--- config.mk ---
export PLATFORM = sky130hd
export DESIGN_NAME = vli_mem_bank
export DESIGN_NICKNAME = d
export VERILOG_FILES = /design/src/hw/vli_pkg.sv /design/src/hw/vli_mem_bank.sv
export VERILOG_INCLUDE_DIRS = /design/src /design/src/hw
export SDC_FILE = /design/constraint.sdc
export NUM_CORES = 2
export LEC_CHECK = 0
export BUFFER_PORTS_ARGS = -buffer_cell sky130_fd_sc_hd__buf_4
export CAP_MARGIN = 0
export CELL_PAD_IN_SITES_DETAIL_PLACEMENT = 1
export CELL_PAD_IN_SITES_GLOBAL_PLACEMENT = 1
export CORE_MARGIN = 2
export CORE_UTILIZATION = 54
export DETAILED_ROUTE_END_ITERATION = 12
export PLACE_DENSITY_LB_ADDON = 0.1
export SLEW_MARGIN = 20
export SYNTH_ARGS = -nofsm -noshare
export SYNTH_HDL_FRONTEND = slang
export SYNTH_SLANG_ARGS = --single-unit
--- constraint.sdc ---
create_clock -name clk_i -period 2.36 [get_ports clk_i]
set_input_delay 0.236 -clock clk_i [delete_from_list [all_inputs] [get_ports clk_i]]
set_output_delay 0.236 -clock clk_i [all_outputs]
set_load 0.005 [all_outputs]
--- src/hw/vli_cfg.svh ---
`ifndef VLI_CFG_SVH
`define VLI_CFG_SVH

// Cluster size
`define VLI_NUM_INI    4
`define VLI_NUM_BANK   4

// Initiator side widths
`define VLI_ADDR_W     16  // Byte address
`define VLI_DATA_W     32  // One word
`define VLI_BE_W       4   // One enable per byte
`define VLI_BYTE_OFF_W 2

// Bank side widths
`define VLI_BANK_AW    6   // 64 words per bank
`define VLI_INI_W      2   // Initiator tag
`define VLI_BANK_W     2   // Bank select, just above byte offset

`endif

--- src/hw/vli_pkg.sv ---
`include "vli_cfg.svh"

package vli_pkg;

  // Request opcode, replaces a plain write enable
  typedef enum logic {
    OP_READ  = 1'b0,
    OP_WRITE = 1'b1
  } op_e;

  // Bank FSM
  typedef enum logic [1:0] {
    BS_IDLE = 2'd0,  // Ready for a new request
    BS_WAIT = 2'd1,  // Counting latency
    BS_RESP = 2'd2   // Holding response until taken
  } bank_state_e;

  // Initiator request as seen at the top level
  typedef struct packed {
    op_e                    op;
    logic [`VLI_ADDR_W-1:0] addr;   // Byte address
    logic [`VLI_DATA_W-1:0] wdata;
    logic [`VLI_BE_W-1:0]   be;
  } ini_req_t;

  // Request after address split, tagged with its source
  typedef struct packed {
    op_e                     op;
    logic [`VLI_BANK_AW-1:0] waddr;  // Word address inside bank
    logic [`VLI_DATA_W-1:0]  wdata;
    logic [`VLI_BE_W-1:0]    be;
    logic [`VLI_INI_W-1:0]   ini;    // Return path
  } bank_req_t;

  typedef struct packed {
    logic [`VLI_DATA_W-1:0] rdata;  // Zero for writes
    logic [`VLI_INI_W-1:0]  ini;
  } bank_resp_t;

endpackage

--- src/hw/vli_mem_bank.sv ---
`timescale 1ns/1ps
`include "vli_cfg.svh"

// Word memory, latency of 1 plus the two low word-address bits
module vli_mem_bank (
  input  logic                 clk_i,
  input  logic                 arst_n_i,
  input  logic                 req_valid_i,
  output logic                 req_ready_o,
  input  vli_pkg::bank_req_t   req_i,
  output logic                 resp_valid_o,
  input  logic                 resp_ready_i,
  output vli_pkg::bank_resp_t  resp_o
);

  localparam int unsigned Depth = 2 ** `VLI_BANK_AW;

  vli_pkg::bank_state_e   state_q;
  logic [1:0]             lat_cnt_q;  // Remaining wait cycles
  logic [`VLI_DATA_W-1:0] mem_q [Depth];
  logic [`VLI_DATA_W-1:0] rdata_q;
  logic [`VLI_INI_W-1:0]  ini_q;
  logic                   accept;

  // Input stalls while a response is pending
  assign req_ready_o  = (state_q == vli_pkg::BS_IDLE);
  assign accept       = req_valid_i && req_ready_o;
  assign resp_valid_o = (state_q == vli_pkg::BS_RESP);
  assign resp_o.rdata = rdata_q;
  assign resp_o.ini   = ini_q;

  always_ff @(posedge clk_i or negedge arst_n_i) begin
    if (!arst_n_i) begin
      state_q   <= vli_pkg::BS_IDLE;
      lat_cnt_q <= 2'd0;
    end else begin
      case (state_q)
        vli_pkg::BS_IDLE: begin
          if (accept) begin
            if (req_i.waddr[1:0] == 2'd0) begin
              state_q <= vli_pkg::BS_RESP;  // Single cycle
            end else begin
              state_q   <= vli_pkg::BS_WAIT;
              lat_cnt_q <= req_i.waddr[1:0] - 2'd1;
            end
          end
        end
        vli_pkg::BS_WAIT: begin
          if (lat_cnt_q == 2'd0) state_q <= vli_pkg::BS_RESP;
          else                   lat_cnt_q <= lat_cnt_q - 2'd1;
        end
        vli_pkg::BS_RESP: begin
          if (resp_ready_i) state_q <= vli_pkg::BS_IDLE;  // Taken
        end
        default: state_q <= vli_pkg::BS_IDLE;
      endcase
    end
  end

  // Array access and captured response
  always_ff @(posedge clk_i) begin
    if (accept) begin
      ini_q <= req_i.ini;
      if (req_i.op == vli_pkg::OP_WRITE) begin
        rdata_q <= '0;
        for (int k = 0; k < `VLI_BE_W; k++) begin
          if (req_i.be[k]) mem_q[req_i.waddr][8*k +: 8] <= req_i.wdata[8*k +: 8];
        end
      end else begin
        rdata_q <= mem_q[req_i.waddr];
      end
    end
  end

endmodule

==> run metrics <==
Net Sw Frac 23.2%; synthesized area 0.0815 mm^2; final hold vios 0; Multi-input gate area 0.0171 mm^2; status finished, final reports clean; initial antenna violation count 6; Post-Syn Instances 4,618; first-pass GRT wire length 409 mm; initial core utilization 54.4%; Clock Skew 41.5 ps; CP Capture Type flip-flop; vias in the first global route 53,700; Data required, critical path 2900 ps; DRC violations left 0; max-cap violation count 0; Post-Route WL 292 mm; Total GRT Usage 38.2%; FMAX 428 MHz; CTS Sinks 2,086; Finished Core Util 65.3%; clk_lat worst skew 870 ps; DR pass1 iterations 7; critical path peak fanout 1; Mapped Nets 4,667; post-synth top area cell edfxtp_1; Clock H-tree levels 4; Sum Neg Setup Slack 0 ps; Leakage 32.6 nW; Non-Filler Instances 7,647; DIE AREA 0.154 mm^2; Setup Fix Bufs, Post-CTS 0; IO Port Bufs 84; ys async rst share 0.192%; number of enable flip-flop cells after synthesis 2,082; min-delay worst type in2reg; pin count of the biggest net entering global routing 65; share of the synthesized area in the top cell type 76.7%; CTS tree done; clock transition at the registers of the reported paths 60 ps; Seq cells post-synth 2,086; total I/O pin count 85; Routed Antenna Nets 0; Pwr Total 78.3 mW; gr ovfl total 0; Final setup violation count 0; Net Switching 18.2 mW; 1st-iter DRT viols 7,270; height of the die 393 um; wire per inst 38.2 um; via count 52,300; clock tree buffer depth 3; # nets final 5,505; Clock power frac 39.7%; critical setup path kind reg2reg; Num CTS Buffers 205; Ys Warns 0; top cells by count, synth edfxtp_1 (2,082), nor2_1 (365), mux2i_1 (261); Post-DP HPWL 192 mm; largest cells by area after synthesis edfxtp_1 (77%), mux2i_1 (3.2%), mux2_2 (2.9%); fin crit period 2340 ps; GPL Wtd Cong 0.949; Power Internal 60.2 mW; post-synthesis area per instance 17.6 um^2; Seq/Total Area, Yosys 76.8%; Chip Width 393 um; WP data arrival 2880 ps; Core Footprint 0.150 mm^2; period utilisation layout 98.9%; Seq pwr share 52.6%; Logic pwr share 7.7%; fillcell total 12,800; relative slew slack 33.2%; Cell Pwr Density 801 mW/mm^2; slew of the pin with the lowest slew margin 1000 ps; layout overhead on the synthesized area 20.0%; ys flop type edfxtp_1; maximum vdd drop 0.742 mV; FP Rows 142; count leader, synth edfxtp_1; Distinct cells, synth 69; placed cell count 7,229; vias per inst 6.84; register area 0.0626 mm^2; layout cells sized above 1 28.0%; Fin Hold WS 16.8 ps; critical path startpoint category flip-flop; fin. max-slew vios 0; Clock Root Buffer clkbuf_16
[final cells by class]
| cell class | count | area share (%) |
|---|---|---|
| Timing Repair Buffer | 973 | 9.44 |
| Multi-Input combinational cell | 2185 | 17.5 |
| Clock inverter | 123 | 0.899 |
| Antenna cell | 6 | 0.0154 |
| Inverter | 5 | 0.0345 |
| Tap cell | 2016 | 2.58 |
| Clock buffer | 253 | 5.49 |
| Sequential cell | 2086 | 64.0 |
[cells in the final DEF, fill, tap and decap left out, drive strengths merged, types with 16 or more instances in the layout]
cell,netlist,layout
dlygate4sd3,0,36
mux2,212,212
nand2,148,148
mux2i,261,261
nor2,368,368
nand3,18,18
a22oi,170,170
a211oi,26,26
edfxtp,2082,2082
a31oi,54,54
mux4,88,88
a41oi,18,18
buf,243,937
o22ai,108,108
clkbuf,99,253
o21ai,111,111
a21oi,140,140
clkinv,0,102
a221o,36,36
a22o,16,16
a221oi,249,249
[worst max-delay path, stage by stage (launching register included)]
cell	delay, ps
edfxtp_1	350
mux2_2	270
a221oi_1	410
o21ai_1	240
a2111oi_4	480
buf_4	180
a41oi_1	90
[sequential cells by signal, summed over array words and instances, names as in the netlist]
signal and count:
mem_q 2048, rdata_q 32, ini_q 2, lat_cnt_q 2, state_q 2
[timing repair]
| action | 4_1_cts | 5_1_grt |
|---|---|---|
| resized for setup | 4 | 5 |
| endpoints found under the hold margin | 1502 | 0 |
| setup endpoints to repair | 2 | 48 |
| hold buffers | 36 | 0 |
| pin swaps | 0 | 0 |
[power groups by stage]
| stage | clock network (mW) | logic [mW] | registers (mW) |
|---|---|---|---|
| 3_5_place_dp | 0 | 5.75 | 42.0 |
| 6_report | 31.1 | 6.02 | 41.2 |
| 3_3_place_gp | 0 | 5.57 | 42.0 |
| 2_1_floorplan | 0 | 2.37 | 41.9 |
| 4_1_cts | 31.2 | 5.86 | 41.2 |
| 5_1_grt | 32.5 | 6.16 | 41.2 |
[path summary, 6_finish.rpt]
| path | startpoint | end | slack [ps] | depth (start not counted) |
|---|---|---|---|---|
| worst min register to register | lat_cnt_q[1] | state_q[1] | 570 | 1 |
| worst max register to register | mem_q[16][22] | rdata_q[22] | 20 | 6 |
| max in group asynchronous | arst_n_i | state_q[1] | 1840 | 3 |
| min in group asynchronous | arst_n_i | state_q[0] | 330 | 3 |
| worst max-delay path | mem_q[16][22] | rdata_q[22] | 20 | 6 |
| worst min-delay path | req_i[37] | mem_q[7][31] | 20 | 1 |
[per-layer routing]
layer  vias to the layer above  track usage, %  wire [um]
met1                     27200            50.9     106000
met5                         -               0         22
li1                      20600               -          -
met3                       792            8.80      33300
met4                         4            20.5      17800
met2                      3715            58.7     135000
[cells by family after synthesis]
| logic type | count (synthesis) | synth area share, % |
|---|---|---|
| multiplexers | 561 | 8.57 |
| flip-flops | 2086 | 76.8 |
| AND/OR/NAND/NOR | 595 | 2.99 |
| XOR/XNOR | 1 | 0.0107 |
| buffers and inverters | 347 | 2.37 |
| AO/OA/AOI/OAI | 1028 | 9.22 |
[through the flow]
stage / area, um^2 / setup slack, ps
2_1_floorplan: 81500 / 121
3_3_place_gp: 91100 / -741
3_5_place_dp: 91100 / -741
4_1_cts: 97800 / 20.7
5_1_grt: 97800 / -40.8
6_report: 97800 / 24.8
Note: power is estimated with default switching activity, not from simulation.
