## src/hw/vli_cfg.svh

```systemverilog
`ifndef VLI_CFG_SVH
`define VLI_CFG_SVH

// Cluster size
`define VLI_NUM_INI    4
`define VLI_NUM_BANK   4

// Initiator side widths
`define VLI_ADDR_W     16  // Byte address
`define VLI_DATA_W     32  // One word
`define VLI_BE_W       4   // One enable per byte
`define VLI_BYTE_OFF_W 2

// Bank side widths
`define VLI_BANK_AW    6   // 64 words per bank
`define VLI_INI_W      2   // Initiator tag
`define VLI_BANK_W     2   // Bank select, just above byte offset

`endif

```

## src/hw/vli_pkg.sv

```systemverilog
`include "vli_cfg.svh"

package vli_pkg;

  // Request opcode, replaces a plain write enable
  typedef enum logic {
    OP_READ  = 1'b0,
    OP_WRITE = 1'b1
  } op_e;

  // Bank FSM
  typedef enum logic [1:0] {
    BS_IDLE = 2'd0,  // Ready for a new request
    BS_WAIT = 2'd1,  // Counting latency
    BS_RESP = 2'd2   // Holding response until taken
  } bank_state_e;

  // Initiator request as seen at the top level
  typedef struct packed {
    op_e                    op;
    logic [`VLI_ADDR_W-1:0] addr;   // Byte address
    logic [`VLI_DATA_W-1:0] wdata;
    logic [`VLI_BE_W-1:0]   be;
  } ini_req_t;

  // Request after address split, tagged with its source
  typedef struct packed {
    op_e                     op;
    logic [`VLI_BANK_AW-1:0] waddr;  // Word address inside bank
    logic [`VLI_DATA_W-1:0]  wdata;
    logic [`VLI_BE_W-1:0]    be;
    logic [`VLI_INI_W-1:0]   ini;    // Return path
  } bank_req_t;

  typedef struct packed {
    logic [`VLI_DATA_W-1:0] rdata;  // Zero for writes
    logic [`VLI_INI_W-1:0]  ini;
  } bank_resp_t;

endpackage

```

## src/hw/vli_spill_reg.sv

```systemverilog
`timescale 1ns/1ps
`include "vli_cfg.svh"

// Two-entry request buffer, output fully registered
module vli_spill_reg (
  input  logic               clk_i,
  input  logic               arst_n_i,
  input  logic               valid_i,
  output logic               ready_o,
  input  vli_pkg::ini_req_t  data_i,
  output logic               valid_o,
  input  logic               ready_i,
  output vli_pkg::ini_req_t  data_o
);

  logic [1:0]        cnt_q;     // Fill level, 0 to 2
  logic              wr_ptr_q;
  logic              rd_ptr_q;
  vli_pkg::ini_req_t buf_q [2];
  logic              push;
  logic              pop;

  // Both flags come straight from state
  assign ready_o = (cnt_q != 2'd2);
  assign valid_o = (cnt_q != 2'd0);
  assign data_o  = buf_q[rd_ptr_q];  // Head entry

  assign push = valid_i && ready_o;
  assign pop  = valid_o && ready_i;

  always_ff @(posedge clk_i or negedge arst_n_i) begin
    if (!arst_n_i) begin
      cnt_q    <= 2'd0;
      wr_ptr_q <= 1'b0;
      rd_ptr_q <= 1'b0;
    end else begin
      if (push) wr_ptr_q <= !wr_ptr_q;
      if (pop)  rd_ptr_q <= !rd_ptr_q;
      case ({push, pop})
        2'b10:   cnt_q <= cnt_q + 2'd1;
        2'b01:   cnt_q <= cnt_q - 2'd1;
        default: cnt_q <= cnt_q;  // Idle or pass-through
      endcase
    end
  end

  // Payload storage
  always_ff @(posedge clk_i) begin
    if (push) begin
      buf_q[wr_ptr_q] <= data_i;
    end
  end

endmodule

```

## config.mk

```make
export PLATFORM = sky130hd
export DESIGN_NAME = vli_spill_reg
export DESIGN_NICKNAME = d
export VERILOG_FILES = /design/src/hw/vli_pkg.sv /design/src/hw/vli_spill_reg.sv
export VERILOG_INCLUDE_DIRS = /design/src /design/src/hw
export SDC_FILE = /design/constraint.sdc
export NUM_CORES = 1
export LEC_CHECK = 0
export ABC_AREA = 1
export BUFFER_PORTS_ARGS = -buffer_cell sky130_fd_sc_hd__buf_2
export CORE_MARGIN = 2
export CORE_UTILIZATION = 52
export DETAILED_ROUTE_END_ITERATION = 10
export PLACE_DENSITY = 0.79
export SLEW_MARGIN = 10
export SYNTH_ARGS = -nofsm -noshare
export SYNTH_HDL_FRONTEND = slang
export SYNTH_SLANG_ARGS = --single-unit
```

## constraint.sdc

```tcl
create_clock -name clk_i -period 4.6 [get_ports clk_i]
set_input_delay 0.46 -clock clk_i [delete_from_list [all_inputs] [get_ports clk_i]]
set_output_delay 0.46 -clock clk_i [all_outputs]
set_load 0.03 [all_outputs]
```

==> impl_results.md, run 1 <==
* Status: complete, no violations
* Remaining global-route overflow at 0
* Gate power share at 0.384
* Die Area at 8660 um2
* Final hold vios at 0
* Yosys cell types at 16
* Pleak at ~2.2 nW
* Area Growth Syn to Fin at 20.2%
* Synth top area share at 0.772
* Primary FF master, synth: edfxtp_1
* CTS tree: yes
* Clock network fraction of design power at 0.182
* Effective utilization at floorplan at 0.537
* Drt drc at 0
* Startpoint Class: flop
* Antenna-violating nets left at 0
* Number of synthesized register bits at 110
* Clk sinks at 110
* Worst ir drop on vdd at between 400 and 500 uV
* Fin. max-slew vios at 0
* # setup viols final at 0
* DP Cell Count at slightly above 500
* HP Class: in -> reg
* Count leader, synth: nand2_1
* Worst R2R Setup Slack at roughly 2.6 ns
* CTS Buffer Depth at 2
* Arrival @ worst endpoint at 2.23 ns
* R2R Path End: buf_q[1][16]
* Reg2Reg Depth at 5
* Final Non-Filler Cells at 527
* Ys async rst share at 0.0364
* CTS Buf Count at 9
* Clock H-tree levels at 3
* Yosys warns at 0
* Sw Pwr at 0.00144 W
* Final worst-path cycle share at 0.585
* DR vias at 2553
* Leading area contributor after synthesis: edfxtp_1
* 1st-pass router iterations at 4
* Design Power at 0.00345 W
* Post-synth top cells: nand2_1, edfxtp_1, buf_6, inv_1, buf_4
* IO buf count at between 100 and 150
* Clk root buf: clkbuf_8
* Dpl ws at 2.28 ns
* Hpwl dp at 4560 um
* Critical Path RT at between 4 and 5 ns
* Total wire length at 7230 um
* Die Y at 93.1 um
* Core Region at 7690 um2
* Setup TNS at 0 ns
* Share of cells above drive strength 1 at 0.315
* Worst Tran Pin Value at between 1 and 1.5 ns
* Critical path endpoint category: output pin
* Vias in the first global route at 2455
* CP endpoint: data_o[15]
* Row count at 32
* Internal at 0.00201 W
* Synth Instances at 306
* EDFF count, synth at 106
* Number of diodes at 0
* Drt wl/cell at 13.7 um
* Final worst slack at 1.91 ns
* Drt via density at 4.84
* Io pins at 112
* GRT Util Overall at 0.171
* First-pass GRT wire length at 11200 um
* Post-synthesis cell area at about 4100 um2
* Reg clk slew, reported paths at 0.10 ns
* P per Cell Area at 695 nW/um2
* Syn Nets at 364
* Chip Width at 93.1 um
* Max Freq at 372 MHz
* Max-Cap Viols at 0
* RSZ-0062 raised after global routing: no
* CP max FO at 55
* Flop pwr share at 0.435
* Largest net degree at the start of global routing at 56
* Initial antenna violation count at 0
* Post-CTS setup buffer count at 0
* GP Congestion at 0.756
* DRT iter0 DRCs at 107
* Syn_area_per_cell at between 10 and 15 um2
* NumNets Final at 478
* Sw Share at 0.417
* Worst-skew pair later-pin latency at 0.35 ns
* Dominant cells by area after synthesis: edfxtp_1, nand2_1, dfrtp_1
* Worst slew margin at 0.322
* Crit. Startpoint: rd_ptr_q
* Crit path kind: reg -> out
* Min Tclk post-route at 2.69 ns
* Worst R2R Start: cnt_q[0]
* Sequential area share after synthesis at 0.796
* Clk_skew at 0.0118 ns
-- final cells by class --
cell class,count,area [um2]
Clock buffer,9,124
Clock inverter,7,96.3
Fill cell,588,2730
Inverter,7,31.3
Multi-Input combinational cell,178,713
Sequential cell,110,3280
Tap cell,102,128
Timing Repair Buffer,114,581
-- power groups by stage --
stage | combinational (W) | sequential (W) | clock (W)
detailed placement | 0.00134 | 0.00153 | 0
global route | 0.00144 | 0.00153 | 0.000675
finish | 0.00132 | 0.00150 | 0.000625
global placement | 0.00132 | 0.00151 | 0
floorplan | 0.00107 | 0.00144 | 0
CTS | 0.00134 | 0.00150 | 0.000635
-- critical path, cell delays in order (launching register included) --
cell and delay [ns]:
dfrtp_2 1.03, inv_6 0.35, nand2_1 0.18, nand2_1 0.08, buf_2 0.18
-- what timing repair did --
action | 4_1_cts | 5_1_grt
resized for setup | 0 | 0
hold buffers | 1 | 0
hold endpoints to repair | 4 | 0
-- cell families (layout without fill, tap and decap cells) --
kind of cell | count (synthesis) | after routing | synth area share
simple gates | 175 | 175 | 0.165
flops | 110 | 110 | 0.796
buf+inv | 18 | 137 | 0.0331
fa+ha+maj | 1 | 1 | 0.00303
compound gates | 1 | 1 | 0.00121
xor+xnor | 1 | 1 | 0.00212
-- through the flow --
stage / util / hold WS, ns / cell area, um2
floorplan: - / 0.164 / 4130
global placement: 0.615 / 0.267 / 4730
detailed placement: 0.615 / 0.275 / 4730
CTS: 0.645 / 0.273 / 4960
global route: 0.645 / 0.262 / 4960
finish: 0.645 / 0.286 / 4960
-- per-layer routing --
layer | GRT usage | vias to the layer above | wire length, um
li1 | - | 1252 | -
met1 | 0.219 | 1176 | 2990
met2 | 0.281 | 115 | 3520
met3 | 0.0411 | 10 | 608
met4 | 0.0748 | 0 | 108
met5 | 0 | - | 0
-- cell usage in the layout, fill, tap and decap left out --
cell type	n
nand2_1	167
buf_4	2
clkinv_2	1
inv_1	6
dfrtp_2	1
clkinvlp_4	1
dlygate4sd3_1	1
nand4_1	1
dfrtp_1	3
a21oi_1	1
ha_1	1
buf_2	111
inv_6	2
nor2_4	2
nand2_4	1
edfxtp_1	106
inv_8	1
clkinv_1	1
bufinv_16	2
xnor2_1	1
nor2_1	1
nand2_2	1
clkbuf_8	9
nand3_1	2
-- registers in the layout, indices dropped and copies added (netlist names) --
name,cells
buf_q,106
wr_ptr_q,1
cnt_q,2
rd_ptr_q,1
-- worst min path at each step --
| stage | startpoint | depth (start not counted) | to |
|---|---|---|---|
| finish | data_i[1] | 1 | buf_q[1][1] |
| floorplan | arst_n_i | 0 | cnt_q[0] |
| global route | data_i[1] | 1 | buf_q[1][1] |
| detailed placement | arst_n_i | 1 | wr_ptr_q |
| CTS | data_i[47] | 1 | buf_q[0][47] |
| global placement | arst_n_i | 1 | wr_ptr_q |
Power figures use the tool's default switching activity.
==> run 2: changes to the inputs <==
--- a/config.mk
+++ b/config.mk
@@ -6,7 +6,7 @@
 export SDC_FILE = /design/constraint.sdc
 export NUM_CORES = 1
 export LEC_CHECK = 0
-export ABC_AREA = 1
+export ABC_AREA = 0
 export BUFFER_PORTS_ARGS = -buffer_cell sky130_fd_sc_hd__buf_2
 export CORE_MARGIN = 2
 export CORE_UTILIZATION = 52
==> constraint.sdc (replaced) <==
create_clock -name clk_i -period 2.6 [get_ports clk_i]
set_input_delay 0.26 -clock clk_i [delete_from_list [all_inputs] [get_ports clk_i]]
set_output_delay 0.26 -clock clk_i [all_outputs]
set_load 0.03 [all_outputs]
==> impl_results.md, run 2 <==
* Status: complete, no violations
* Worst R2R Start: cnt_q[0]
* P per Cell Area at 1170 nW/um2
* # setup viols final at 0
* Startpoint Class: flop
* Post-CTS setup buffer count at 0
* Drt via density at 4.93
* DR vias at between 2000 and 2500
* Effective utilization at floorplan at 0.541
* Clk_skew at 0.0109 ns
* Syn_area_per_cell at 23.2 um2
* CP Cell Sequence: buf_4 -> mux2_4 -> buf_2
* Drt wl/cell at 16.2 um
* Clk sinks at between 100 and 150
* Critical Path RT at ~2.3 ns
* CTS hold repair buffers at 1
* Drt drc at 0
* Clock network fraction of design power at 0.145
* Area Growth Syn to Fin at 20.3%
* 1st-pass router iterations at 4
* RSZ-0062 raised after global routing: no
* Hpwl dp at 4720 um
* Count leader, synth: edfxtp_1
* CTS tree: yes
* Largest net degree at the start of global routing at 33
* Max-Cap Viols at 0
* Vias in the first global route at 2092
* Die Y at 94.2 um
* GP Congestion at 0.714
* Pleak at 2.05 nW
* Worst ir drop on vdd at 816 uV
* CTS resizes at 0
* Critical Path Max Stage Delay at 0.80 ns
* Min Tclk post-route at 2.22 ns
* Sequential area share after synthesis at 0.777
* Largest register FFs at 106
* Arrival @ worst endpoint at 1.96 ns
* Io pins at ~110
* Critical path endpoint category: output pin
* Initial antenna violation count at 0
* Fin. max-slew vios at 0
* Grt met2 use at 0.270
* Final hold vios at 0
* Chip Width at 94.2 um
* Sw Pwr at ~0.0022 W
* NumNets Final at about 370
* Biggest regs: buf_q x106, cnt_q x2
* Clock H-tree levels at 3
* CTS Buffer Depth at 2
* DRT iter0 DRCs at 100
* EDFF count, synth at ~110
* HP Class: in -> reg
* Worst slew margin at 0.580
* Number of synthesized register bits at 110
* Most common cell after layout, fill and taps aside: buf_2
* Max Freq at around 450 MHz
* Top reg by flops: buf_q
* Worst-skew pair later-pin latency at 0.35 ns
* Leading area contributor after synthesis: edfxtp_1
* Synth Instances at about 180
* Number of diodes at 0
* Sw Share at 0.366
* Flop pwr share at 0.447
* DP Area at 4910 um2
* Row count at 32
* Remaining global-route overflow at 0
* Worst Tran Pin Value at 0.630 ns
* CP max FO at 32
* Syn Nets at 240
* CTS Buf Count at 9
* Reg2Reg Depth at 3
* Setup TNS at 0 ns
* GRT Util Overall at 0.154
* Yosys cell types at 14
* Worst path slowest cell: dfrtp_4
* Synth top area share at 0.753
* Commonest cells after routing, fill and taps aside: buf_2, edfxtp_1, mux2_4
* First-pass GRT wire length at 9910 um
* Global routing's busiest layer: met2
* Post-synthesis cell area at 4230 um2
* Gate power share at 0.408
* Internal at between 0.003 and 0.004 W
* Ys async rst share at 0.0364
* Reg clk slew, reported paths at approximately 0.10 ns
* Worst R2R Setup Slack at 0.73 ns
* Met1 Use GR at 0.182
* Dominant cells by area after synthesis: edfxtp_1, mux2_4, dfrtp_1
* Die Area at 8870 um2
* IO buf count at 111
* Fin area at 5090 um2
* Crit path kind: reg -> out
* Total wire length at 6670 um
* Primary FF master, synth: edfxtp_1
* Met3 GRT Util at 0.0329
* Post-synth top cells: edfxtp_1, mux2_4, buf_6
* Core Region at 7810 um2
* Final worst-path cycle share at 0.855
* Clk root buf: clkbuf_8
* Yosys warns at 0
* CP endpoint: data_o[14]
* Share of cells above drive strength 1 at 0.608
* Antenna-violating nets left at 0
* R2R Path End: buf_q[1][39]
* Crit. Startpoint: rd_ptr_q
[run 2: changes by cell type in the layout (fill, tap and decap cells not counted), sizes merged, moves of 2 or more]
cell,before,now
xor2,0,2
mux2,0,53
inv,9,2
bufinv,2,0
nand2,169,1
buf,113,119
nand3,2,0
xnor2,1,3
[run 2: how the worst min path moves through the flow]
stage                from  cells after the start  slack, ns           end
4_1_cts        data_i[29]                      1       0.08  buf_q[0][29]
6_report       data_i[25]                      1       0.09  buf_q[0][25]
2_1_floorplan    arst_n_i                      0      -0.04      cnt_q[0]
5_1_grt        data_i[25]                      1       0.07  buf_q[0][25]
3_3_place_gp     arst_n_i                      1       0.07      cnt_q[1]
3_5_place_dp     arst_n_i                      1       0.07      cnt_q[1]
[run 2: worst max-delay path: cells and delay by family, from the launching register on]
family                 cells  cell delay, ns
DFF                        1            0.80
muxes                      1            0.32
buffers and inverters      2            0.47
[run 2: layer usage]
metal / wire length [um] / share of wire / vias up
li1: - / - / 957
met1: 2680 / 0.40 / 997
met2: 3460 / 0.52 / 74
met3: 424 / 0.064 / 9
met4: 114 / 0.017 / 0
met5: 0 / 0 / -
[run 2: area by class of cell]
type,count,area (um2)
Fill cell,578,2720
Multi-Input combinational cell,66,885
Clock inverter,6,37.5
Tap cell,102,128
Clock buffer,9,124
Sequential cell,110,3290
Timing Repair Buffer,120,626
[run 2: metrics by stage]
| step | utilization | cells | worst slack, ns | hold slack, ns | power, W |
|---|---|---|---|---|---|
| after floorplan | - | 182 | 0.0968 | -0.0356 | 0.00460 |
| after global placement | 0.629 | 397 | 0.761 | 0.0685 | 0.00511 |
| after detailed placement | 0.629 | 397 | 0.727 | 0.0725 | 0.00518 |
| after CTS | 0.651 | 413 | 0.359 | 0.0766 | 0.00603 |
| after global routing | 0.651 | 413 | 0.298 | 0.0696 | 0.00625 |
| final | 0.651 | 413 | 0.376 | 0.0897 | 0.00596 |
[run 2: kinds of logic (layout without fill, tap and decap cells)]
logic type,after synthesis,after routing,share of synthesized area
DFF,110,110,0.777
muxes,53,53,0.185
and+or+nand+nor,7,7,0.00918
buffers and inverters,6,135,0.0160
xor gates and xnor gates,5,5,0.0104
adders and majority gates,1,1,0.00296
[run 2: power groups by stage]
stage	clock, W	combinational (W)	sequential [W]
global route	0.000976	0.00256	0.00272
finish	0.000864	0.00243	0.00267
floorplan	0	0.00204	0.00256
detailed placement	0	0.00245	0.00272
global placement	0	0.00242	0.00269
CTS	0.000890	0.00246	0.00268
