===== src/hw/vli_cfg.svh =====
`ifndef VLI_CFG_SVH
`define VLI_CFG_SVH

// Cluster size
`define VLI_NUM_INI    4
`define VLI_NUM_BANK   4

// Initiator side widths
`define VLI_ADDR_W     16  // Byte address
`define VLI_DATA_W     32  // One word
`define VLI_BE_W       4   // One enable per byte
`define VLI_BYTE_OFF_W 2

// Bank side widths
`define VLI_BANK_AW    6   // 64 words per bank
`define VLI_INI_W      2   // Initiator tag
`define VLI_BANK_W     2   // Bank select, just above byte offset

`endif


===== src/hw/vli_pkg.sv =====
`include "vli_cfg.svh"

package vli_pkg;

  // Request opcode, replaces a plain write enable
  typedef enum logic {
    OP_READ  = 1'b0,
    OP_WRITE = 1'b1
  } op_e;

  // Bank FSM
  typedef enum logic [1:0] {
    BS_IDLE = 2'd0,  // Ready for a new request
    BS_WAIT = 2'd1,  // Counting latency
    BS_RESP = 2'd2   // Holding response until taken
  } bank_state_e;

  // Initiator request as seen at the top level
  typedef struct packed {
    op_e                    op;
    logic [`VLI_ADDR_W-1:0] addr;   // Byte address
    logic [`VLI_DATA_W-1:0] wdata;
    logic [`VLI_BE_W-1:0]   be;
  } ini_req_t;

  // Request after address split, tagged with its source
  typedef struct packed {
    op_e                     op;
    logic [`VLI_BANK_AW-1:0] waddr;  // Word address inside bank
    logic [`VLI_DATA_W-1:0]  wdata;
    logic [`VLI_BE_W-1:0]    be;
    logic [`VLI_INI_W-1:0]   ini;    // Return path
  } bank_req_t;

  typedef struct packed {
    logic [`VLI_DATA_W-1:0] rdata;  // Zero for writes
    logic [`VLI_INI_W-1:0]  ini;
  } bank_resp_t;

endpackage


===== src/hw/vli_rr_arbiter.sv =====
`timescale 1ns/1ps

// Round-robin pick, priority moves past the winner on transfer
module vli_rr_arbiter #(
  parameter int unsigned NumReq = 4,
  parameter int unsigned IdxW   = (NumReq > 1) ? $clog2(NumReq) : 1
) (
  input  logic              clk_i,
  input  logic              arst_n_i,
  input  logic [NumReq-1:0] req_i,
  output logic [NumReq-1:0] gnt_o,
  output logic [IdxW-1:0]   idx_o,
  input  logic              ack_i   // Granted transfer done
);

  logic [IdxW-1:0] ptr_q;       // Highest priority slot
  logic [IdxW-1:0] lock_idx_q;  // Grant still pending
  logic            lock_q;
  logic [IdxW-1:0] win_idx;
  logic            found;

  always_comb begin
    int unsigned cand;
    cand    = 0;
    win_idx = lock_idx_q;
    found   = 1'b0;
    if (lock_q && req_i[lock_idx_q]) begin
      found = 1'b1;  // Keep an unacknowledged grant
    end else begin
      for (int k = 0; k < NumReq; k++) begin
        cand = (int'(ptr_q) + k) % NumReq;
        if (!found && req_i[cand]) begin
          found   = 1'b1;
          win_idx = IdxW'(cand);
        end
      end
    end
    gnt_o = '0;
    if (found) gnt_o[win_idx] = 1'b1;
  end

  assign idx_o = win_idx;

  always_ff @(posedge clk_i or negedge arst_n_i) begin
    if (!arst_n_i) begin
      ptr_q      <= '0;
      lock_q     <= 1'b0;
      lock_idx_q <= '0;
    end else begin
      lock_q     <= found && !ack_i;
      lock_idx_q <= win_idx;
      if (ack_i) begin
        // Winner drops to lowest priority
        ptr_q <= (win_idx == IdxW'(NumReq - 1)) ? '0 : win_idx + 1'b1;
      end
    end
  end

endmodule


===== src/hw/vli_xbar.sv =====
`timescale 1ns/1ps
`include "vli_cfg.svh"

// Full crossbar, combinational in both directions
module vli_xbar (
  input  logic                                          clk_i,
  input  logic                                          arst_n_i,
  // Initiator side
  input  logic [`VLI_NUM_INI-1:0]                       ini_valid_i,
  output logic [`VLI_NUM_INI-1:0]                       ini_ready_o,
  input  vli_pkg::ini_req_t [`VLI_NUM_INI-1:0]          ini_req_i,
  output logic [`VLI_NUM_INI-1:0]                       ini_resp_valid_o,
  input  logic [`VLI_NUM_INI-1:0]                       ini_resp_ready_i,
  output logic [`VLI_NUM_INI-1:0][`VLI_DATA_W-1:0]      ini_rdata_o,
  // Bank side
  output logic [`VLI_NUM_BANK-1:0]                      bank_valid_o,
  input  logic [`VLI_NUM_BANK-1:0]                      bank_ready_i,
  output vli_pkg::bank_req_t [`VLI_NUM_BANK-1:0]        bank_req_o,
  input  logic [`VLI_NUM_BANK-1:0]                      bank_resp_valid_i,
  output logic [`VLI_NUM_BANK-1:0]                      bank_resp_ready_o,
  input  vli_pkg::bank_resp_t [`VLI_NUM_BANK-1:0]       bank_resp_i
);

  localparam int unsigned WordLsb = `VLI_BYTE_OFF_W + `VLI_BANK_W;

  logic [`VLI_NUM_INI-1:0][`VLI_BANK_W-1:0]   bank_sel;  // Target bank per initiator
  logic [`VLI_NUM_BANK-1:0][`VLI_NUM_INI-1:0] req_vec;
  logic [`VLI_NUM_BANK-1:0][`VLI_NUM_INI-1:0] req_gnt;
  logic [`VLI_NUM_BANK-1:0][`VLI_INI_W-1:0]   req_idx;
  logic [`VLI_NUM_INI-1:0][`VLI_NUM_BANK-1:0] resp_vec;
  logic [`VLI_NUM_INI-1:0][`VLI_NUM_BANK-1:0] resp_gnt;
  logic [`VLI_NUM_INI-1:0][`VLI_BANK_W-1:0]   resp_idx;

  // Bank index sits just above the byte offset
  for (genvar i = 0; i < `VLI_NUM_INI; i++) begin : gen_ini_req
    assign bank_sel[i]    = ini_req_i[i].addr[`VLI_BYTE_OFF_W +: `VLI_BANK_W];
    // Ready only for the winner of the addressed bank
    assign ini_ready_o[i] = req_gnt[bank_sel[i]][i] && bank_ready_i[bank_sel[i]];
  end

  for (genvar b = 0; b < `VLI_NUM_BANK; b++) begin : gen_bank
    for (genvar i = 0; i < `VLI_NUM_INI; i++) begin : gen_vec
      assign req_vec[b][i] = ini_valid_i[i] && (int'(bank_sel[i]) == b);
    end

    vli_rr_arbiter #(
      .NumReq(`VLI_NUM_INI)
    ) i_req_arb (
      .clk_i   (clk_i                              ),
      .arst_n_i(arst_n_i                           ),
      .req_i   (req_vec[b]                         ),
      .gnt_o   (req_gnt[b]                         ),
      .idx_o   (req_idx[b]                         ),
      .ack_i   (bank_valid_o[b] && bank_ready_i[b] )
    );

    assign bank_valid_o[b] = |req_vec[b];

    // Split address and tag with source index
    always_comb begin
      bank_req_o[b].op    = ini_req_i[req_idx[b]].op;
      bank_req_o[b].waddr = ini_req_i[req_idx[b]].addr[WordLsb +: `VLI_BANK_AW];
      bank_req_o[b].wdata = ini_req_i[req_idx[b]].wdata;
      bank_req_o[b].be    = ini_req_i[req_idx[b]].be;
      bank_req_o[b].ini   = req_idx[b];
    end

    // Response ready from the initiator this bank answers
    assign bank_resp_ready_o[b] = resp_gnt[bank_resp_i[b].ini][b]
                               && ini_resp_ready_i[bank_resp_i[b].ini];
  end

  for (genvar i = 0; i < `VLI_NUM_INI; i++) begin : gen_ini_resp
    for (genvar b = 0; b < `VLI_NUM_BANK; b++) begin : gen_vec
      assign resp_vec[i][b] = bank_resp_valid_i[b] && (int'(bank_resp_i[b].ini) == i);
    end

    vli_rr_arbiter #(
      .NumReq(`VLI_NUM_BANK)
    ) i_resp_arb (
      .clk_i   (clk_i                                       ),
      .arst_n_i(arst_n_i                                    ),
      .req_i   (resp_vec[i]                                 ),
      .gnt_o   (resp_gnt[i]                                 ),
      .idx_o   (resp_idx[i]                                 ),
      .ack_i   (ini_resp_valid_o[i] && ini_resp_ready_i[i]  )
    );

    assign ini_resp_valid_o[i] = |resp_vec[i];
    assign ini_rdata_o[i]      = bank_resp_i[resp_idx[i]].rdata;  // Granted bank's data
  end

endmodule


===== config.mk =====
export PLATFORM = sky130hd
export DESIGN_NAME = vli_xbar
export DESIGN_NICKNAME = d
export VERILOG_FILES = /design/src/hw/vli_pkg.sv /design/src/hw/vli_rr_arbiter.sv /design/src/hw/vli_xbar.sv
export VERILOG_INCLUDE_DIRS = /design/src /design/src/hw
export SDC_FILE = /design/constraint.sdc
export NUM_CORES = 1
export LEC_CHECK = 0
export ABC_CLOCK_PERIOD_IN_PS = 5400
export CAP_MARGIN = 25
export CORE_AREA = 5 5 264 266
export CTS_CLUSTER_DIAMETER = 120
export DETAILED_ROUTE_END_ITERATION = 8
export DIE_AREA = 0 0 269 271
export DONT_BUFFER_PORTS = 1
export GPL_ROUTABILITY_DRIVEN = 0
export GPL_TIMING_DRIVEN = 0
export HOLD_SLACK_MARGIN = 0.1
export PLACE_DENSITY = 0.44
export SYNTH_ARGS = -nofsm -noshare
export SYNTH_HDL_FRONTEND = slang
export SYNTH_SLANG_ARGS = --single-unit

===== constraint.sdc =====
create_clock -name clk_i -period 5.4 [get_ports clk_i]
set_clock_uncertainty 0.1 [all_clocks]
set_input_delay 0.27 -clock clk_i [delete_from_list [all_inputs] [get_ports clk_i]]
set_output_delay 0.27 -clock clk_i [all_outputs]
set_load 0.01 [all_outputs]

==> impl_metrics.ini, run 1 <==
[layout]
area.sequential_um2 = 1000
final_nets = 1985
drive_gt1_share_pct = 12.2
fin_cells = 2484
layout_common_cells = mux2i_1 (418), a211oi_1 (124), a21oi_1 (115)
final_common_cell = mux2i_1
multi_input_area_um2 = 11400
final_cell_area_um2 = 14800
fillers = 7400
syn2layout_area_growth_pct = 10.2

[detailed_routing]
vias_per_cell = 6.11
vias = 15166
drt_iter0_drc = 1423
wirelength_um = 82100
drt-wirelength-per-cell_um = 33.0
final_antenna_net_count = 0
drc = 0
drt_pass1_iterations = 5

[clock_network]
clockRootBuffer = clkbuf_16
cts_resized = 0
numCtsBuffers = 5
clk_pin_slew_worst_paths_ns = 0.06
cts_sinks = 40
cts-root-to-sink-buffers = 2
clk_latency_ns = 0.30
tritoncts = built
h-tree-depth = 2

[floorplan]
rows = 95
die_area_um2 = 72900
core_area_um2 = 66800
die-width_um = 269
die_y_um = 271
ios = 690
initial_core_util_pct = 20.1

[critical_path]
critical_path.endpoint = bank_resp_ready_o[2]
arrival_ns = 4.16
path_class = input pin to output port
cp-start-kind = input pin
rr_endpoint = gen_bank[0].i_req_arb.lock_idx_q[0]
cp_max_fo = 10
crit_required_ns = 5.03
r2r_start = gen_bank[0].i_req_arb.lock_idx_q[0]
end_kind = output port
r2r_slack_ns = 1.70
worst_r2r_path_depth = 8
cp-startpoint = bank_resp_i[69]

[timing]
setup_violations = 0
finalCritPeriodShare_pct = 83.9
timing.final.ws_setup_ns = 0.870
relSlewSlack_pct = 32.9
period_minus_slack_ns = 4.53
hold_violations = 0
fmax_ghz = 0.221
drv_slew = 0
worstMarginPinSlew_ns = 0.978
rsz0062_at_grt = no
setup_tns_ns = 0

[flow_run]
cap_violations = 0

[pwr]
total_power_uw = 10200
p_leak_uw = 0.00598
ir_drop_v = 0.000422
p_per_area_nw_per_um2 = 688

[synth]
synth-edff-count = 0
synthDistinctLibCells = 85
synth_area_um2 = 13400
netlist_instances = 1591
synth_warnings = 0
syn_avg_cell_area_um2 = 8.43
synth.yosys.seq_area_share_pct = 7.46
ys_async_sr_fraction_pct = 100
synth_ff_type = dfrtp_1
synth_nets = 1967
synth_seq_cells = 40

[run_status]
status = finished clean

[min_path]
hold-path-cell-count = 2
min_path_type = input pin to flip-flop

[placed_design]
dp_slack_ns = 0.940
place_hpwl_um = 66500
place_area_um2 = 14500
numPortBuffers = 0
placed_cells = 2465

[global_route]
globalRouteTotalUtil_pct = 20.9
antenna_found_initial = 1
grt_pass1_vias = 14878
grt_overflow = 0
grt_max_degree = 41
grt_pass1_wl_um = 115000
## synth_stat cells (all sizes together), types with 3 or more instances
cell type | instances | area [um2]
mux2i | 418 | 4180
a211oi | 124 | 931
a21oi | 115 | 576
nand2 | 114 | 428
mux4 | 85 | 1910
clkbuf | 81 | 304
buf | 79 | 537
and2 | 76 | 475
nor2b | 51 | 319
a31oi | 42 | 263
dfrtp | 40 | 1000
o21ai | 40 | 200
inv | 38 | 143
nor2 | 38 | 143
nand3 | 25 | 125
nand3b | 19 | 159
nor3 | 16 | 80.1
and3 | 12 | 75.1
ha | 10 | 125
and3b | 9 | 78.8
nor4bb | 9 | 90.1
and4b | 8 | 80.1
nor3b | 8 | 70.1
or3 | 8 | 50.1
or3b | 8 | 70.1
nand4 | 7 | 43.8
nand4b | 7 | 61.3
o221ai | 7 | 61.3
o22ai | 7 | 43.8
nand2b | 6 | 37.5
o211ai | 6 | 45.0
a221oi | 5 | 50.0
o31ai | 5 | 37.5
a31o | 4 | 35.0
nand4bb | 4 | 45.0
o31a | 4 | 35.0
a21o | 3 | 22.5
a22oi | 3 | 22.5
nor4b | 3 | 26.3
o21bai | 3 | 22.5
o2bb2ai | 3 | 26.3
o311ai | 3 | 26.3
or4b | 3 | 30.0
## routing by layer
layer / GRT usage (%) / wire (um) / vias to the layer above
met4: 7.60 / 3800 / 0
met2: 34.6 / 38700 / 1115
met1: 25.0 / 30200 / 7625
li1: - / - / 6219
met3: 7.20 / 9270 / 207
met5: 0 / 0 / -
## worst min-delay path by stage
stage | endpoint | slack (ns) | startpoint
2_1_floorplan | gen_bank[0].i_req_arb.lock_idx_q[0] | -0.13 | arst_n_i
3_3_place_gp | gen_ini_resp[0].i_resp_arb.lock_q | -0.12 | arst_n_i
3_5_place_dp | gen_ini_resp[0].i_resp_arb.lock_idx_q[0] | -0.12 | arst_n_i
4_1_cts | gen_ini_resp[2].i_resp_arb.ptr_q[1] | 0.11 | ini_resp_ready_i[2]
5_1_grt | gen_ini_resp[3].i_resp_arb.ptr_q[0] | 0.13 | ini_resp_ready_i[3]
6_report | gen_ini_resp[2].i_resp_arb.ptr_q[1] | 0.13 | ini_resp_ready_i[2]
## flip-flops by register name (all words and copies together), names as in the netlist
name and flops:
gen_bank.i_req_arb.ptr_q 8, gen_ini_resp.i_resp_arb.lock_idx_q 8, gen_ini_resp.i_resp_arb.lock_q 4, gen_bank.i_req_arb.lock_idx_q 8, gen_ini_resp.i_resp_arb.ptr_q 8, gen_bank.i_req_arb.lock_q 4
## layout make-up
class                      count  share of cell area (%)
multi-input combinational   1352                    77.3
tap                          873                    7.39
sequential                    40                    6.77
buffer                       160                    5.69
clock buffer                   8                   0.990
inverter                      39                   0.990
timing repair buffer          11                   0.897
antenna                        1                  0.0169
## metrics by stage
step,util (%),hold WS [ns]
after floorplan,-,-0.126
after global placement,21.7,-0.124
after detailed placement,21.7,-0.123
after CTS,22.1,0.110
after global routing,22.1,0.130
final,22.1,0.128
## kinds of logic (layout without fill, tap and decap cells)
| family | count (synthesis) | in the layout | share of synthesized area [%] |
|---|---|---|---|
| compound gates | 398 | 398 | 19.6 |
| buf+inv | 199 | 218 | 7.36 |
| simple gates | 439 | 439 | 19.0 |
| other cells | 0 | 1 | 0 |
| flops | 40 | 40 | 7.46 |
| mux | 505 | 505 | 45.6 |
| fa+ha+maj | 10 | 10 | 0.933 |
## power breakdown
| part | internal [uW] | switching (uW) | total [uW] |
|---|---|---|---|
| Clock | 185 | 131 | 316 |
| Combinational | 3220 | 6090 | 9310 |
| Sequential | 410 | 132 | 542 |
## repair_timing
| action | 4_1_cts | 5_1_grt |
|---|---|---|
| buffers inserted | 0 | 0 |
| hold buffers | 10 | 0 |
| endpoints found under the setup margin | 0 | 0 |
| endpoints found under the hold margin | 55 | 0 |
## critical path, stage by stage
cell	delay (ns)
clkbuf_1	0.34
nand3b_1	0.26
nand4_1	0.47
a21o_1	0.33
o21ai_1	0.36
clkbuf_1	0.56
buf_1	0.64
ha_1	0.29
nand3_1	0.08
o221ai_1	0.26
o21a_1	0.27
Note: power is estimated with default switching activity, not from simulation.
==> run 2, diff against run 1 <==
--- a/config.mk
+++ b/config.mk
@@ -6,17 +6,17 @@
 export SDC_FILE = /design/constraint.sdc
 export NUM_CORES = 1
 export LEC_CHECK = 0
-export ABC_CLOCK_PERIOD_IN_PS = 5400
+export ABC_CLOCK_PERIOD_IN_PS = 4600
 export CAP_MARGIN = 25
-export CORE_AREA = 5 5 264 266
+export CORE_AREA = 5 5 268 270
 export CTS_CLUSTER_DIAMETER = 120
 export DETAILED_ROUTE_END_ITERATION = 8
-export DIE_AREA = 0 0 269 271
+export DIE_AREA = 0 0 273 275
 export DONT_BUFFER_PORTS = 1
 export GPL_ROUTABILITY_DRIVEN = 0
 export GPL_TIMING_DRIVEN = 0
 export HOLD_SLACK_MARGIN = 0.1
-export PLACE_DENSITY = 0.44
+export PLACE_DENSITY = 0.43
 export SYNTH_ARGS = -nofsm -noshare
 export SYNTH_HDL_FRONTEND = slang
 export SYNTH_SLANG_ARGS = --single-unit
==> constraint.sdc (replaced) <==
create_clock -name clk_i -period 4.6 [get_ports clk_i]
set_clock_uncertainty 0.1 [all_clocks]
set_input_delay 0.23 -clock clk_i [delete_from_list [all_inputs] [get_ports clk_i]]
set_output_delay 0.23 -clock clk_i [all_outputs]
set_load 0.01 [all_outputs]
==> run 2 against run 1 <==
Sequential power is 17% higher. Flip-flop and latch count stayed put. Cell count is 2.7% higher. Combinational power is 16% higher. Via count is 0.34% lower. Sequential share of layout area hardly changed. Clock power is 33% higher. Largest cell class unchanged.
==> impl_metrics.ini, run 2 (synthesis gave the netlist of run 1 again) <==
[critical_path]
arrival_ns = 3.95
r2r_slack_ns = 1.06
cp-start-kind = input pin
worst_r2r_path_depth = 8
r2r_start = gen_ini_resp[0].i_resp_arb.lock_idx_q[0]
slowest_delay_ns = 0.58
cp.depth = 11
cp_top_family = buffers and inverters
path_class = input pin to output port
cp_max_fo = 10
crit_required_ns = 4.27
critical_path.endpoint = bank_resp_ready_o[2]
cp-startpoint = bank_resp_i[69]
rr_endpoint = gen_ini_resp[0].i_resp_arb.ptr_q[1]
path_buf_inv = 3
critPathSlowestCell = clkbuf_1
cp_common_cell = clkbuf_1
end_kind = output port
crit_path_cell_trace = clkbuf_1 > nand3b_1 > nand4_1 > a21o_1 > o21ai_1 > clkbuf_1 > clkbuf_2 > ha_1 > nand3_1 > o221ai_1 > o21a_1

[layout]
diodes = 0
final_cell_area_um2 = 14900
fillers = 7736
final_nets = 1985
drive_gt1_share_pct = 12.3
final_common_cell = mux2i_1
layout_common_cells = mux2i_1 (418), a211oi_1 (124), a21oi_1 (115)
syn2layout_area_growth_pct = 11.0

[pwr]
p_per_area_nw_per_um2 = 793
p_seq_share_pct = 5.4
power.share.clock_pct = 3.6
p_sw_share_pct = 61.7
power_switching_uw = 7290
pwr-share-comb_pct = 91.1
intPower_uw = 4520
p_leak_uw = 0.00599
ir_drop_v = 0.000472

[clock_network]
clk_latency_ns = 0.30
h-tree-depth = 2
tritoncts = built
clockRootBuffer = clkbuf_16
cts-root-to-sink-buffers = 2
numCtsBuffers = 5
cts_sinks = 40
clk_pin_slew_worst_paths_ns = 0.06

[timing]
hold_violations = 0
period_minus_slack_ns = 4.28
relSlewSlack_pct = 37.5
timing.final.ws_setup_ns = 0.316
drv_slew = 0
setup_violations = 0
rsz0062_at_grt = no
hold_slack_ns = 0.155
finalCritPeriodShare_pct = 93.1
worstMarginPinSlew_ns = 0.938
fmax_ghz = 0.233
setup_tns_ns = 0

[detailed_routing]
vias_per_cell = 5.93
drt_pass1_iterations = 6
vias = 15115
drc = 0
drt-wirelength-per-cell_um = 32.0
drt_iter0_drc = 1597
final_antenna_net_count = 0
wirelength_um = 81600

[global_route]
antenna_found_initial = 1
grt_pass1_vias = 14802
grt_pass1_wl_um = 114000
grt_max_degree = 41
grt_overflow = 0
globalRouteTotalUtil_pct = 20.1

[floorplan]
core_area_um2 = 69300
ios = 690
rows = 97
die-width_um = 273
initial_core_util_pct = 19.4
die_y_um = 275
die_area_um2 = 75100

[placed_design]
place_hpwl_um = 66900
numPortBuffers = 0
place_area_um2 = 14600
dp_slack_ns = 0.127

[run_status]
status = finished clean

[flow_run]
cap_violations = 0

[min_path]
min_path_type = input pin to flip-flop
## run 2: changes by cell type in the layout (fill, tap and decap cells not counted), sizes merged
cell	before	now
buf	81	80
diode	1	0
bufinv	0	1
clkbuf	89	88
clkinv	1	2
## run 2: worst min-delay path by stage
stage / from / to / depth (start not counted) / slack [ns]
finish: bank_resp_i[103] / gen_ini_resp[0].i_resp_arb.lock_q / 2 / 0.16
global placement: arst_n_i / gen_ini_resp[0].i_resp_arb.lock_q / 0 / -0.16
detailed placement: arst_n_i / gen_ini_resp[0].i_resp_arb.lock_q / 0 / -0.16
CTS: bank_resp_i[103] / gen_ini_resp[0].i_resp_arb.lock_q / 2 / 0.15
floorplan: arst_n_i / gen_bank[0].i_req_arb.lock_idx_q[0] / 0 / -0.17
global route: bank_resp_i[103] / gen_ini_resp[0].i_resp_arb.lock_q / 2 / 0.19
## run 2: final cells by class
cell class | instances | area [um2] | area share, %
tap | 940 | 1180 | 7.90
inverter | 39 | 146 | 0.983
clock inverter | 2 | 35.0 | 0.235
multi-input combinational | 1352 | 11400 | 76.7
sequential | 40 | 1000 | 6.72
buffer | 160 | 842 | 5.66
timing repair buffer | 11 | 133 | 0.891
clock buffer | 6 | 129 | 0.866
## run 2: layer usage
metal / global-route usage, % / part of all wire, %
met5: 0 / 0
met4: 5.47 / 3.9
met1: 23.2 / 37
met2: 35.3 / 49
met3: 7.04 / 11
## run 2: repair_timing
action                                  in CTS  in global routing
hold buffers                                10                  0
setup buffers                                0                  0
endpoints found under the hold margin       62                  0
resized for setup                            0                  1
endpoints found under the setup margin       0                  1
## run 2: through the flow
stage / total power (uW) / util [%] / instances
2_1_floorplan: 8240 / - / 1591
3_3_place_gp: 11200 / 21.1 / 2531
3_5_place_dp: 11200 / 21.1 / 2532
4_1_cts: 11700 / 21.5 / 2550
5_1_grt: 12300 / 21.5 / 2550
6_report: 11800 / 21.5 / 2550
## run 2: power by group through the flow
stage,combinational (uW),clock [uW],sequential [uW]
finish,10800,421,634
floorplan,7650,0,585
global placement,10500,0,633
CTS,10600,438,629
global route,11200,451,655
detailed placement,10600,0,636
==> run 3, diff against run 2 <==
--- a/config.mk
+++ b/config.mk
@@ -8,15 +8,17 @@
 export LEC_CHECK = 0
 export ABC_CLOCK_PERIOD_IN_PS = 4600
 export CAP_MARGIN = 25
-export CORE_AREA = 5 5 268 270
+export CELL_PAD_IN_SITES_DETAIL_PLACEMENT = 1
+export CELL_PAD_IN_SITES_GLOBAL_PLACEMENT = 2
+export CORE_AREA = 5 5 266 268
 export CTS_CLUSTER_DIAMETER = 120
 export DETAILED_ROUTE_END_ITERATION = 8
-export DIE_AREA = 0 0 273 275
+export DIE_AREA = 0 0 271 273
 export DONT_BUFFER_PORTS = 1
 export GPL_ROUTABILITY_DRIVEN = 0
 export GPL_TIMING_DRIVEN = 0
 export HOLD_SLACK_MARGIN = 0.1
-export PLACE_DENSITY = 0.43
+export PLACE_DENSITY = 0.62
 export SYNTH_ARGS = -nofsm -noshare
 export SYNTH_HDL_FRONTEND = slang
 export SYNTH_SLANG_ARGS = --single-unit
==> run 3 against run 2 <==
Clock power rose by 13%. Fmax rose by 3.1%. Worst setup slack improved by 0.13 ns. Register-to-register slack improved by 0.02 ns. Cell area fell by 0.40%. Largest cell class unchanged. Die area fell by 1.5%. Highest routed layer is now met5. Sequential share of layout area barely moved.
==> impl_metrics.ini, run 3 (synthesis gave the netlist of run 1 again) <==
[run_status]
status = finished clean

[placed_design]
numPortBuffers = 0
placed_cells = 2474
place_hpwl_um = 68200

[detailed_routing]
wirelength_um = 83200
vias_per_cell = 6.01
final_antenna_net_count = 0
drt_pass1_iterations = 5
vias = 14976
drc = 0
drt_iter0_drc = 1098
drt-wirelength-per-cell_um = 33.4

[layout]
diodes = 0
final_nets = 1985
fin_cells = 2491
syn2layout_area_growth_pct = 10.6
fillers = 8018
multi_input_area_um2 = 11400
final_common_cell = mux2i_1
layout_common_cells = mux2i_1 (418), a211oi_1 (124), a21oi_1 (115)
drive_gt1_share_pct = 12.3
area.sequential_um2 = 1000

[clock_network]
clk_pin_slew_worst_paths_ns = 0.07
clk_latency_ns = 0.30
clockRootBuffer = clkbuf_16
cts_sinks = 40
h-tree-depth = 2
tritoncts = built
cts-root-to-sink-buffers = 2
cts_setup_buffers = 0
numCtsBuffers = 5

[timing]
finalCritPeriodShare_pct = 90.4
setup_tns_ns = 0
period_minus_slack_ns = 4.16
fmax_ghz = 0.241
drv_slew = 0
hold_violations = 0
setup_violations = 0
rsz0062_at_grt = no
worstMarginPinSlew_ns = 0.956
relSlewSlack_pct = 36.0

[critical_path]
arrival_ns = 3.83
cp_max_fo = 10
end_kind = output port
crit_required_ns = 4.27
path_class = input pin to output port
cp-start-kind = input pin

[global_route]
globalRouteTotalUtil_pct = 20.9
grt_overflow = 0
antenna_found_initial = 1
grt_max_degree = 41
grt_pass1_vias = 15449
grt_pass1_wl_um = 117000

[floorplan]
die-width_um = 271
rows = 96
core_area_um2 = 68100
die_y_um = 273
die_area_um2 = 74000
ios = 690
initial_core_util_pct = 19.7

[pwr]
p_leak_uw = 0.00600
p_per_area_nw_per_um2 = 807
ir_drop_v = 0.000404
total_power_uw = 12000

[min_path]
min_path_type = input pin to flip-flop

[flow_run]
cap_violations = 0
run 3: area by class of cell:
| cell class | count | share of cell area, % |
|---|---|---|
| clock buffers | 5 | 0.844 |
| well taps | 882 | 7.44 |
| flip-flops and latches | 40 | 6.75 |
| multi-input cells | 1352 | 77.0 |
| repair buffers | 11 | 0.844 |
| inverters | 39 | 0.987 |
| plain buffers | 160 | 5.68 |
| clock inverters | 2 | 0.405 |
run 3: worst max-delay path: stages:
cell and delay, ns:
clkbuf_1 0.38, nand3b_1 0.27, nand4_1 0.46, a21o_1 0.32, o21ai_1 0.40, clkbuf_1 0.49, clkbuf_2 0.41, ha_1 0.26
nand3_1 0.08, o221ai_1 0.25, o21a_1 0.26
run 3: stage by stage:
stage               instance area (um2)  setup WS, ns  hold WS [ns]  util (%)
floorplan                         13400          1.62        -0.166         -
global placement                  14500         0.153        -0.164      21.3
detailed placement                14500         0.205        -0.163      21.3
CTS                               14800         0.209         0.105      21.8
global route                      14800         0.191         0.109      21.8
finish                            14800         0.443         0.103      21.8
run 3: report_power, final:
part,internal [uW],switching (uW),leakage (uW)
Clock,309,167,0.0000899
Sequential,481,162,0.000488
Combinational,3780,7070,0.00542
Total,4570,7390,0.00600
run 3: repair_timing:
action / 4_1_cts / 5_1_grt
endpoints found under the setup margin: 0 / 1
resized for setup: 0 / 1
endpoints found under the hold margin: 61 / 0
hold buffers: 10 / 0
run 3: path summary, 6_finish.rpt:
| kind | endpoint | slack (ns) | from | cells after the start |
|---|---|---|---|---|
| worst max-delay path | bank_resp_ready_o[2] | 0.44 | bank_resp_i[69] | 11 |
| worst min-delay path | gen_bank[1].i_req_arb.ptr_q[0] | 0.10 | bank_ready_i[1] | 2 |
| worst max register to register | gen_ini_resp[0].i_resp_arb.ptr_q[1] | 1.08 | gen_ini_resp[0].i_resp_arb.lock_idx_q[0] | 8 |
| worst min register to register | gen_ini_resp[2].i_resp_arb.ptr_q[0] | 0.45 | gen_ini_resp[2].i_resp_arb.ptr_q[0] | 2 |
| max in group asynchronous | gen_bank[1].i_req_arb.ptr_q[1] | 3.82 | arst_n_i | 2 |
| min in group asynchronous | gen_ini_resp[3].i_resp_arb.lock_idx_q[1] | 0.32 | arst_n_i | 2 |
run 3: metal layers:
metal	routed length [um]	part of all wire [%]	vias to the layer above	global-route usage, %
met5	15	0.018	-	0
li1	-	-	6221	-
met4	3130	3.8	2	6.66
met1	32300	39	7749	24.8
met2	40000	48	836	35.5
met3	7750	9.3	168	7.18
